<file path="src/design/exec_consts.svh">
`ifndef EXEC_CONSTS_SVH
`define EXEC_CONSTS_SVH

////////////////////////////////////////
// register file geometry
////////////////////////////////////////

`define EXEC_NUM_REG     8   // registers in the file
`define EXEC_REG_WIDTH   32  // bits per register
`define EXEC_ADDR_WIDTH  3   // log2 of register count

// register 0 wired to zero when set
`define EXEC_ZERO_REG    1

////////////////////////////////////////
// opcode field
////////////////////////////////////////

`define EXEC_OP_WIDTH    4   // alu opcode bits

`endif

</file>
<file path="src/design/exec_pkg.sv">
`include "exec_consts.svh"

package exec_pkg;

  ////////////////////////////////////////
  // alu opcodes
  ////////////////////////////////////////

  typedef enum logic [`EXEC_OP_WIDTH-1:0] {
    OP_ADD  = 4'h0,  // rs1 + rs2
    OP_SUB  = 4'h1,  // rs1 - rs2
    OP_AND  = 4'h2,  // bitwise and
    OP_OR   = 4'h3,  // bitwise or
    OP_XOR  = 4'h4,  // bitwise xor
    OP_SLL  = 4'h5,  // shift left by rs2[4:0]
    OP_SRL  = 4'h6,  // logical shift right by rs2[4:0]
    OP_ADDI = 4'h7,  // rs1 + imm
    OP_LI   = 4'h8   // load imm
  } alu_op_e;  // codes 9..15 unused, give zero

  ////////////////////////////////////////
  // control fsm states
  ////////////////////////////////////////

  typedef enum logic [1:0] {
    ST_IDLE  = 2'd0,  // waiting for req
    ST_EXEC  = 2'd1,  // alu computing
    ST_WRITE = 2'd2,  // write back
    ST_ACK   = 2'd3   // ack held until req drops
  } ctrl_state_e;

endpackage

</file>
<file path="src/design/reg_file.sv">
`timescale 1ns/1ps
`include "exec_consts.svh"

module reg_file #(
  parameter int NUM_REG   = `EXEC_NUM_REG,    // number of registers
  parameter int REG_WIDTH = `EXEC_REG_WIDTH,  // bits per register
  parameter bit ZERO_REG  = `EXEC_ZERO_REG    // register 0 reads zero
) (
  input  logic                       clk_i,       // system clock
  input  logic                       rst_i,       // sync reset, active high
  input  logic                       we_i,        // write enable
  input  logic [$clog2(NUM_REG)-1:0] rd_addr_i,   // write address
  input  logic [$clog2(NUM_REG)-1:0] rs1_addr_i,  // read port 1 address
  input  logic [$clog2(NUM_REG)-1:0] rs2_addr_i,  // read port 2 address
  input  logic [REG_WIDTH-1:0]       rd_data_i,   // write data
  output logic [REG_WIDTH-1:0]       rs1_data_o,  // read port 1 data
  output logic [REG_WIDTH-1:0]       rs2_data_o   // read port 2 data
);

  ////////////////////////////////////////
  // signals
  ////////////////////////////////////////

  logic [NUM_REG-1:0]   we_dec;         // one-hot write enables
  logic [REG_WIDTH-1:0] regs [NUM_REG];  // register contents

  ////////////////////////////////////////
  // write address decode
  ////////////////////////////////////////

  always_comb begin
    we_dec            = '0;
    we_dec[rd_addr_i] = we_i;  // only addressed reg gets enable
  end

  ////////////////////////////////////////
  // register array
  ////////////////////////////////////////

  for (genvar i = 0; i < NUM_REG; i++) begin : g_regs
    if (ZERO_REG && (i == 0)) begin : g_zero
      assign regs[i] = '0;  // not stored, writes dropped
    end else begin : g_store
      always_ff @(posedge clk_i) begin
        if (rst_i) begin
          regs[i] <= '0;  // all regs clear on reset
        end else if (we_dec[i]) begin
          regs[i] <= rd_data_i;
        end
      end
    end
  end

  // two combinational read ports, zero latency
  assign rs1_data_o = regs[rs1_addr_i];
  assign rs2_data_o = regs[rs2_addr_i];

endmodule

</file>
<file path="src/design/alu.sv">
`timescale 1ns/1ps
`include "exec_consts.svh"

module alu (
  input  logic                       clk_i,     // system clock
  input  logic                       rst_i,     // sync reset, active high
  input  logic                       en_i,      // load result register
  input  exec_pkg::alu_op_e          op_i,      // operation select
  input  logic [`EXEC_REG_WIDTH-1:0] a_i,       // rs1 operand
  input  logic [`EXEC_REG_WIDTH-1:0] b_i,       // rs2 operand
  input  logic [`EXEC_REG_WIDTH-1:0] imm_i,     // immediate operand
  output logic [`EXEC_REG_WIDTH-1:0] result_o   // registered result
);

  import exec_pkg::*;

  ////////////////////////////////////////
  // signals
  ////////////////////////////////////////

  logic [`EXEC_REG_WIDTH-1:0] opb;       // second operand after imm select
  logic [4:0]                 shamt;     // shift amount
  logic [`EXEC_REG_WIDTH-1:0] res_d;     // combinational result
  logic [`EXEC_REG_WIDTH-1:0] result_q;  // result register

  ////////////////////////////////////////
  // operand select
  ////////////////////////////////////////

  // immediate forms take imm, the rest take rs2
  assign opb   = ((op_i == OP_ADDI) || (op_i == OP_LI)) ? imm_i : b_i;
  assign shamt = b_i[4:0];  // low five bits only

  ////////////////////////////////////////
  // operation
  ////////////////////////////////////////

  always_comb begin
    case (op_i)
      OP_ADD:  res_d = a_i + opb;        // wraps mod 2^32
      OP_SUB:  res_d = a_i - opb;        // wraps too
      OP_AND:  res_d = a_i & opb;
      OP_OR:   res_d = a_i | opb;
      OP_XOR:  res_d = a_i ^ opb;
      OP_SLL:  res_d = a_i << shamt;
      OP_SRL:  res_d = a_i >> shamt;     // zero fill
      OP_ADDI: res_d = a_i + opb;        // opb is imm here
      OP_LI:   res_d = opb;              // imm passes through
      default: res_d = '0;               // unused codes
    endcase
  end

  ////////////////////////////////////////
  // result register
  ////////////////////////////////////////

  always_ff @(posedge clk_i) begin
    if (rst_i) begin
      result_q <= '0;
    end else if (en_i) begin
      result_q <= res_d;  // one cycle en to result
    end
  end

  assign result_o = result_q;  // held until next en

endmodule

</file>
<file path="src/design/exec_ctrl.sv">
`timescale 1ns/1ps

module exec_ctrl (
  input  logic clk_i,     // system clock
  input  logic rst_i,     // sync reset, active high
  input  logic req_i,     // four-phase request
  output logic ack_o,     // four-phase acknowledge, registered
  output logic alu_en_o,  // alu result capture
  output logic rf_we_o    // register file write enable
);

  import exec_pkg::*;

  ////////////////////////////////////////
  // signals
  ////////////////////////////////////////

  ctrl_state_e state_q;  // current state
  ctrl_state_e state_d;  // next state
  logic        ack_q;    // ack register

  ////////////////////////////////////////
  // next state
  ////////////////////////////////////////

  // IDLE -> EXEC -> WRITE -> ACK -> IDLE
  // one edge per step, ACK waits on req low
  always_comb begin
    state_d = state_q;  // hold by default
    case (state_q)
      ST_IDLE: begin
        if (req_i) begin
          state_d = ST_EXEC;  // new command accepted
        end
      end
      ST_EXEC: begin
        state_d = ST_WRITE;  // alu result captured this edge
      end
      ST_WRITE: begin
        state_d = ST_ACK;  // write back this edge
      end
      ST_ACK: begin
        if (!req_i) begin
          state_d = ST_IDLE;  // requester released
        end
      end
      default: begin
        state_d = ST_IDLE;
      end
    endcase
  end

  ////////////////////////////////////////
  // state and ack registers
  ////////////////////////////////////////

  always_ff @(posedge clk_i) begin
    if (rst_i) begin
      state_q <= ST_IDLE;
    end else begin
      state_q <= state_d;
    end
  end

  // ack high for exactly the cycles spent in ACK
  // a req still held after ack keeps us there, so it is never seen twice
  always_ff @(posedge clk_i) begin
    if (rst_i) begin
      ack_q <= 1'b0;
    end else begin
      ack_q <= (state_d == ST_ACK);
    end
  end

  ////////////////////////////////////////
  // outputs
  ////////////////////////////////////////

  assign alu_en_o = (state_q == ST_EXEC);   // operands valid from ports
  assign rf_we_o  = (state_q == ST_WRITE);  // result register valid
  assign ack_o    = ack_q;

endmodule

</file>
<file path="src/design/exec_top.sv">
`timescale 1ns/1ps
`include "exec_consts.svh"

module exec_top (
  input  logic                        clk_i,      // system clock
  input  logic                        rst_i,      // sync reset, active high
  input  logic                        cmd_req_i,  // command request
  input  exec_pkg::alu_op_e           cmd_op_i,   // operation
  input  logic [`EXEC_ADDR_WIDTH-1:0] cmd_rd_i,   // destination reg
  input  logic [`EXEC_ADDR_WIDTH-1:0] cmd_rs1_i,  // source reg 1
  input  logic [`EXEC_ADDR_WIDTH-1:0] cmd_rs2_i,  // source reg 2
  input  logic [`EXEC_REG_WIDTH-1:0]  cmd_imm_i,  // immediate
  output logic                        cmd_ack_o,  // command acknowledge
  output logic [`EXEC_REG_WIDTH-1:0]  result_o    // alu result, also write data
);

  ////////////////////////////////////////
  // internal nets
  ////////////////////////////////////////

  logic                       alu_en;    // ctrl -> alu
  logic                       rf_we;     // ctrl -> reg file
  logic [`EXEC_REG_WIDTH-1:0] rs1_data;  // operand a
  logic [`EXEC_REG_WIDTH-1:0] rs2_data;  // operand b

  exec_ctrl u_ctrl (
    .clk_i    (clk_i),
    .rst_i    (rst_i),
    .req_i    (cmd_req_i),
    .ack_o    (cmd_ack_o),
    .alu_en_o (alu_en),
    .rf_we_o  (rf_we)
  );

  reg_file u_rf (
    .clk_i      (clk_i),
    .rst_i      (rst_i),
    .we_i       (rf_we),
    .rd_addr_i  (cmd_rd_i),
    .rs1_addr_i (cmd_rs1_i),
    .rs2_addr_i (cmd_rs2_i),
    .rd_data_i  (result_o),  // write back the registered alu result
    .rs1_data_o (rs1_data),
    .rs2_data_o (rs2_data)
  );

  alu u_alu (
    .clk_i    (clk_i),
    .rst_i    (rst_i),
    .en_i     (alu_en),
    .op_i     (cmd_op_i),
    .a_i      (rs1_data),
    .b_i      (rs2_data),
    .imm_i    (cmd_imm_i),
    .result_o (result_o)
  );

endmodule

</file>
<file path="config.mk">
export PLATFORM = sky130hd
export DESIGN_NAME = exec_top
export DESIGN_NICKNAME = d
export VERILOG_FILES = /design/src/design/exec_pkg.sv /design/src/design/reg_file.sv /design/src/design/alu.sv /design/src/design/exec_ctrl.sv /design/src/design/exec_top.sv
export VERILOG_INCLUDE_DIRS = /design/src /design/src/design
export SDC_FILE = /design/constraint.sdc
export NUM_CORES = 1
export LEC_CHECK = 0
export BUFFER_PORTS_ARGS = -buffer_cell sky130_fd_sc_hd__buf_2
export CORE_ASPECT_RATIO = 1.5
export CORE_UTILIZATION = 25
export DETAILED_ROUTE_END_ITERATION = 16
export HOLD_SLACK_MARGIN = 0.06
export MAX_ROUTING_LAYER = met4
export SLEW_MARGIN = 20
export SYNTH_ARGS = -nofsm -noshare
export SYNTH_HDL_FRONTEND = slang
export SYNTH_SLANG_ARGS = --single-unit
</file>
<file path="constraint.sdc">
create_clock -name clk_i -period 20.9 [get_ports clk_i]
set_clock_uncertainty 0.15 [all_clocks]
set_input_delay 4.18 -clock clk_i [delete_from_list [all_inputs] [get_ports clk_i]]
set_output_delay 4.18 -clock clk_i [all_outputs]
set_load 0.01 [all_outputs]
</file>
==> results by group, run 1 <==
Status
  • Run status: completed

Cells and area
  • Layout fillers: 8,775
  • Commonest non-fill, non-tap cell in the layout: nand2_1
  • Share of layout cells above drive strength 1: 15.3%
  • Layout area overhead: 10.9%
  • Final instance area: 22,900 µm²
  • Core Util, Final: 28.1%
  • Most frequent cells in the layout: nand2_1 (580), a21oi_1 (329), dfxtp_1 (259), mux2i_1 (154), nor2_1 (104)
  • Final net count: 2,739
  • Post-Layout Cell Count: 3,652
  • Reg area: 5180 µm²
  • Multi-input gate area: 14,200 µm²

Global routing
  • Largest net degree at the start of global routing: 93
  • Vias in the first global route: 20,400
  • Wire length of the first global-routing pass: 137 mm
  • Gr ovfl total: 0
  • Initial antenna violation count: 9
  • GRT Total Usage: 22.5%

Timing
  • Slew @ Worst Pin: 1.32 ns
  • Peak Freq: 0.0975 GHz
  • Crit path setup slack, layout: 10.64 ns
  • Slew Limit Fails: 0
  • Unrepaired setup endpoints after global routing: false
  • Final period util: 49.1%
  • Relative slew slack: 12.0%
  • Endpoints failing setup: 0
  • Fin Setup TNS: 0 ns
  • Min cycle time layout: 10.26 ns
  • WHS: 0.319 ns
  • Hold Violations, Final: 0

Setup path
  • Crit Path Max Fanout: 58
  • Worst EP required: 21.24 ns
  • CP Cell Sequence: buf_2 > mux2_2 > a221oi_1 > a221o_2 > buf_4 > a41oi_1 > nand4b_1 > or2_2 > o31ai_1 > xnor2_1 > ha_1 > and2_1 > o21a_1 > o22ai_1 > a211oi_1 > a2111oi_0 > o31a_1 > nor2_1 > and3_1 > a211o_1
  • CP max stage delay: 0.77 ns
  • WS Path Type: in -> reg
  • CP startpoint: cmd_rs2_i[2]
  • Critical Path End Type: register
  • CP Launch Type: input port
  • CP max-delay cell: a2111oi_0
  • Crit path DAT: 10.60 ns
  • Reg2Reg Launch Point: u_rf.regs[64]

Clock tree
  • CTS root buf: clkbuf_16
  • Max Root-Sink Buffers: 3
  • Clock Latency Late Sink: 0.60 ns
  • Total CTS buffers: 26
  • H-tree Lvls: 1
  • Cts hold-fix bufs: 0
  • Post-CTS Resized: 0
  • Clk sinks: 259
  • Setup bufs post-CTS: 0
  • Worst-path clk slew: 0.08 ns
  • CTS tree: built

Run
  • MaxCap Viol Count: 0

Pwr
  • Pwr dens: 59.6 nW/µm²
  • Max VDD drop: 0.0469 mV
  • Total Power: 1.37 mW
  • Lkg Pwr: 8.50 nW

Placed design
  • DP Area: 22,100 µm²
  • Pre-CTS setup slack: 10.17 ns
  • Post-DP HPWL: 65.7 mm
  • Port-buffer cells: 80
  • Final Wtd Congestion: 1.09
  • Placed Cells incl. Taps: 3,601

Hold path
  • Hold crit path type: reg -> reg
  • Min-delay src: u_rf.regs[141]

Drt
  • TritonRoute pass-1 iters: 7
  • Total wire length: 93.8 mm
  • Number of DRC markers in iteration 0: 2,220
  • WL per Instance: 25.7 µm
  • DRC viols: 0
  • Detail Route Antenna Nets: 0
  • Vias/cell: 5.77
  • Via total after detailed routing: 21,100

Yosys
  • Yosys cell types: 83
  • Synthesized area: 20,700 µm²
  • Top-area cell type share of the netlist area: 25.1%
  • Sequential element share of the synthesized area: 25.1%
  • Area contributors post-synth: dfxtp_1 (25%), nand2_1 (11%), a21oi_1 (8.0%), mux2i_1 (7.5%), mux4_2 (7.0%)
  • Synthesized area per cell: 7.82 µm²
  • Cells after Synth: 2,642
  • Seq cells post-synth: 259
  • Yosys synthesis warning count: 0
  • Largest area contributor in the netlist: dfxtp_1
  • Top FF cell, synth: dfxtp_1
  • Syn Nets: 2,792
  • Post-synth EDFFs: 0
  • Asr flop ratio synth: 0%

Floorplanning
  • Die footprint: 83,800 µm²
  • Row count: 128
  • Floorplan Core Area: 81,500 µm²
  • Die width: 237 µm
  • Initial core utilization: 25.4%
  • Die Ht: 354 µm
  • IO Pins: 81
final timing paths:
path	endpoint	slack [ns]	cells after the start
max	u_alu.result_o[31]	10.64	20
min	u_rf.regs[141]	0.32	2
max reg2reg	u_alu.result_o[31]	14.73	20
min reg2reg	u_rf.regs[141]	0.32	2
power by group:
| group | switching (mW) | internal, mW |
|---|---|---|
| registers | 0.00503 | 0.495 |
| logic | 0.255 | 0.130 |
| clock network | 0.223 | 0.258 |
cell type report:
type	count	share of cell area (%)
multi-input combinational	2052	62.1
sequential	259	22.6
tap	1040	5.68
timing repair buffer	163	4.55
clock buffer	34	3.19
inverter	87	1.42
clock inverter	9	0.377
antenna	8	0.0873
cells by family after synthesis:
group | after synthesis | synth area share [%]
AO/OA/AOI/OAI | 724 | 22.9
XOR/XNOR | 47 | 1.99
adder cells (fa/ha/maj) | 102 | 6.21
buffers and inverters | 331 | 6.65
flip-flops | 259 | 25.1
multiplexers | 298 | 18.8
AND/OR/NAND/NOR | 881 | 18.4
cells in the mapped netlist (10+ instances only):
library cell  count
inv_1            86
mux4_2           64
a222oi_1         14
a31oi_1          11
nor4_1           10
nand2_1         581
a311oi_1         19
a22oi_1          15
xnor2_1          40
nor2_1          106
o21ai_0          73
a221oi_1         88
dfxtp_1         259
nand2b_1         14
or3_1            12
a211oi_1         17
nor3_1           17
a21oi_1         330
o31ai_1          24
nor2b_1          56
buf_2            46
mux2i_1         154
a21o_1           14
clkbuf_1        171
mux2_2           78
nand3_1          29
ha_1            101
o211ai_1         27
per-layer routing:
layer,track usage [%],share of wire (%)
met5,-,0
met4,15.5,7.5
met3,3.66,6.9
met1,24.0,37
met2,38.0,49
worst max-delay path: cells and delay by family:
family	cells	cell delay (ns)
multiplexers	1	0.41
adder cells (fa/ha/maj)	1	0.31
AND/OR/NAND/NOR	5	1.22
XOR/XNOR	1	0.19
buffers and inverters	2	1.26
AO/OA/AOI/OAI	10	2.95
registers in the layout, indices dropped and copies added (netlist names):
| register | cells |
|---|---|
| u_rf.regs | 224 |
| u_alu.result_o | 32 |
| u_ctrl.ack_o | 1 |
| u_ctrl.state_q | 2 |
Note: power is estimated with default switching activity, not from simulation.
==> run 2, diff against run 1 <==
==> constraint.sdc (replaced) <==
create_clock -name clk_i -period 8.8 [get_ports clk_i]
set_clock_uncertainty 0.15 [all_clocks]
set_input_delay 1.76 -clock clk_i [delete_from_list [all_inputs] [get_ports clk_i]]
set_output_delay 1.76 -clock clk_i [all_outputs]
set_load 0.01 [all_outputs]
==> run 2 against run 1 <==
  * Highest routed layer unchanged
  * Sequential share of layout area is 0.17 points lower
  * Die area unchanged
  * Global-route usage increased by 1.9 points
==> results by group, run 2 (synthesized netlist as in run 1, its figures left out) <==
Setup path
  • Crit Path Max Fanout: 32
  • FF-to-FF setup slack: 2.76 ns
  • Worst EP required: 9.15 ns
  • Worst Setup EP: u_alu.result_o[31]
  • Reg2Reg Launch Point: u_rf.regs[65]
  • Crit path DAT: 8.01 ns
  • Most frequent CP cell: buf_4
  • CP max stage delay: 0.70 ns
  • CP Launch Type: input port
  • CP max-delay cell: nor4_1
  • Critical Path End Type: register
  • WS Path Type: in -> reg
  • R2R Path End: u_alu.result_o[31]
  • R2r worst-path depth: 22
  • CP Cell Sequence: buf_4 > buf_4 > mux2_2 > a221oi_1 > o31ai_1 > buf_4 > nor4_1 > nand3_1 > or2_1 > o21ai_0 > xnor2_1 > ha_1 > a21oi_1 > o21ai_0 > a21oi_1 > nor2_1 > a2111oi_0 > buf_4 > o31a_1 > nor2_1 > and3_1 > a211o_1
  • CP startpoint: cmd_rs2_i[1]

Clock tree
  • Setup bufs post-CTS: 0
  • Cts hold-fix bufs: 0
  • Post-CTS Resized: 0
  • Total CTS buffers: 26
  • CTS tree: built
  • CTS root buf: clkbuf_16
  • H-tree Lvls: 1
  • Clk sinks: 259
  • Max Root-Sink Buffers: 3
  • Worst-path clk slew: 0.07 ns
  • Clock Latency Late Sink: 0.61 ns

Floorplanning
  • Floorplan Core Area: 81,500 µm²
  • Die width: 237 µm
  • Row count: 128
  • Die Ht: 354 µm
  • Die footprint: 83,800 µm²
  • Initial core utilization: 25.4%
  • IO Pins: 81

Drt
  • WL per Instance: 27.6 µm
  • Via total after detailed routing: 21,200
  • Vias/cell: 5.78
  • TritonRoute pass-1 iters: 5
  • Total wire length: 101 mm
  • Detail Route Antenna Nets: 0
  • DRC viols: 0
  • Number of DRC markers in iteration 0: 2,021

Timing
  • Final period util: 87.1%
  • Peak Freq: 0.130 GHz
  • Relative slew slack: 20.6%
  • Min cycle time layout: 7.67 ns
  • Unrepaired setup endpoints after global routing: false
  • Endpoints failing setup: 0
  • Slew Limit Fails: 0
  • Slew @ Worst Pin: 1.19 ns
  • Fin Setup TNS: 0 ns
  • Hold Violations, Final: 0

Global routing
  • Largest net degree at the start of global routing: 149
  • GRT Total Usage: 24.4%
  • Wire length of the first global-routing pass: 146 mm
  • Gr ovfl total: 0
  • Initial antenna violation count: 9
  • Vias in the first global route: 20,700

Pwr
  • Lkg Pwr: 8.61 nW
  • Switching share of power: 36.2%
  • Clock share of power: 36.2%
  • P_int: 2.14 mW
  • Reg power frac: 35.4%
  • Switching power: 1.22 mW
  • Pwr dens: 146 nW/µm²
  • Gate power share: 28.4%
  • Max VDD drop: 0.124 mV

Cells and area
  • Core Util, Final: 28.3%
  • Layout area overhead: 11.7%
  • Number of flip-flops under the largest register name: 224
  • Share of layout cells above drive strength 1: 16.0%
  • Largest register by flop count: u_rf.regs
  • Final net count: 2,753
  • Layout fillers: 8,740
  • Commonest non-fill, non-tap cell in the layout: nand2_1
  • Most frequent cells in the layout: nand2_1 (580), a21oi_1 (328), dfxtp_1 (259), mux2i_1 (154), nor2_1 (104)

Placed design
  • Post-DP HPWL: 71.1 mm
  • Port-buffer cells: 80
  • Final Wtd Congestion: 1.05

Hold path
  • Min-delay src: u_rf.regs[67]
  • Hold crit path type: reg -> reg

Run
  • MaxCap Viol Count: 0

Status
  • Run status: completed
-- run 2: cell types whose count changed in the layout (fill, tap and decap cells not counted), sizes merged --
cell	delta
diode	-1
clkinv	+1
inv	+1
buf	+14
bufinv	+1
clkinvlp	+1
clkbuf	+1
-- run 2: area by class of cell --
class | count | area, µm² | share of cell area (%)
antenna | 7 | 17.5 | 0.0758
clock buffer | 35 | 746 | 3.23
clock inverter | 13 | 126 | 0.547
inverter | 87 | 327 | 1.41
multi-input combinational | 2052 | 14200 | 61.6
sequential | 259 | 5180 | 22.5
tap | 1040 | 1300 | 5.63
timing repair buffer | 177 | 1160 | 5.02
-- run 2: through the flow --
| step | power, mW | cell area, µm² | hold slack (ns) | setup WS, ns | std cells |
|---|---|---|---|---|---|
| 2_1_floorplan | 1.80 | 20700 | 0.292 | 1.53 | 2642 |
| 3_3_place_gp | 2.14 | 22200 | 0.301 | 0.587 | 3615 |
| 3_5_place_dp | 2.14 | 22200 | 0.308 | 0.645 | 3615 |
| 4_1_cts | 3.35 | 23100 | 0.318 | 1.24 | 3663 |
| 5_1_grt | 3.46 | 23100 | 0.330 | 0.938 | 3669 |
| 6_report | 3.36 | 23100 | 0.317 | 1.13 | 3670 |
-- run 2: critical path: cells and delay by family --
family | cells | cell delay (ns)
AO/OA/AOI/OAI | 9 | 2.16
AND/OR/NAND/NOR | 6 | 1.67
buffers and inverters | 4 | 1.40
multiplexers | 1 | 0.40
adder cells (fa/ha/maj) | 1 | 0.35
XOR/XNOR | 1 | 0.16
-- run 2: metal layers --
| metal | part of all wire [%] | up-vias | GRT usage [%] | routed length (µm) |
|---|---|---|---|---|
| met4 | 8.6 | 0 | 18.9 | 8700 |
| li1 | - | 9426 | - | - |
| met1 | 36 | 10400 | 26.0 | 36200 |
| met2 | 49 | 1020 | 40.5 | 49500 |
| met5 | 0 | - | - | 0 |
| met3 | 6.8 | 377 | 3.67 | 6930 |
-- run 2: worst min path at each step --
stage,end,slack (ns),depth (start not counted)
5_1_grt,u_rf.regs[37],0.33,2
2_1_floorplan,u_rf.regs[64],0.29,2
3_3_place_gp,u_rf.regs[47],0.30,2
4_1_cts,u_rf.regs[67],0.32,2
3_5_place_dp,u_rf.regs[44],0.31,2
6_report,u_rf.regs[67],0.32,2
-- run 2: power groups by stage --
stage,logic (mW),registers (mW),clock network (mW)
after detailed placement,0.923,1.22,0
after global routing,1.00,1.19,1.27
final,0.955,1.19,1.22
after global placement,0.927,1.22,0
after floorplan,0.595,1.21,0
after CTS,0.927,1.19,1.24
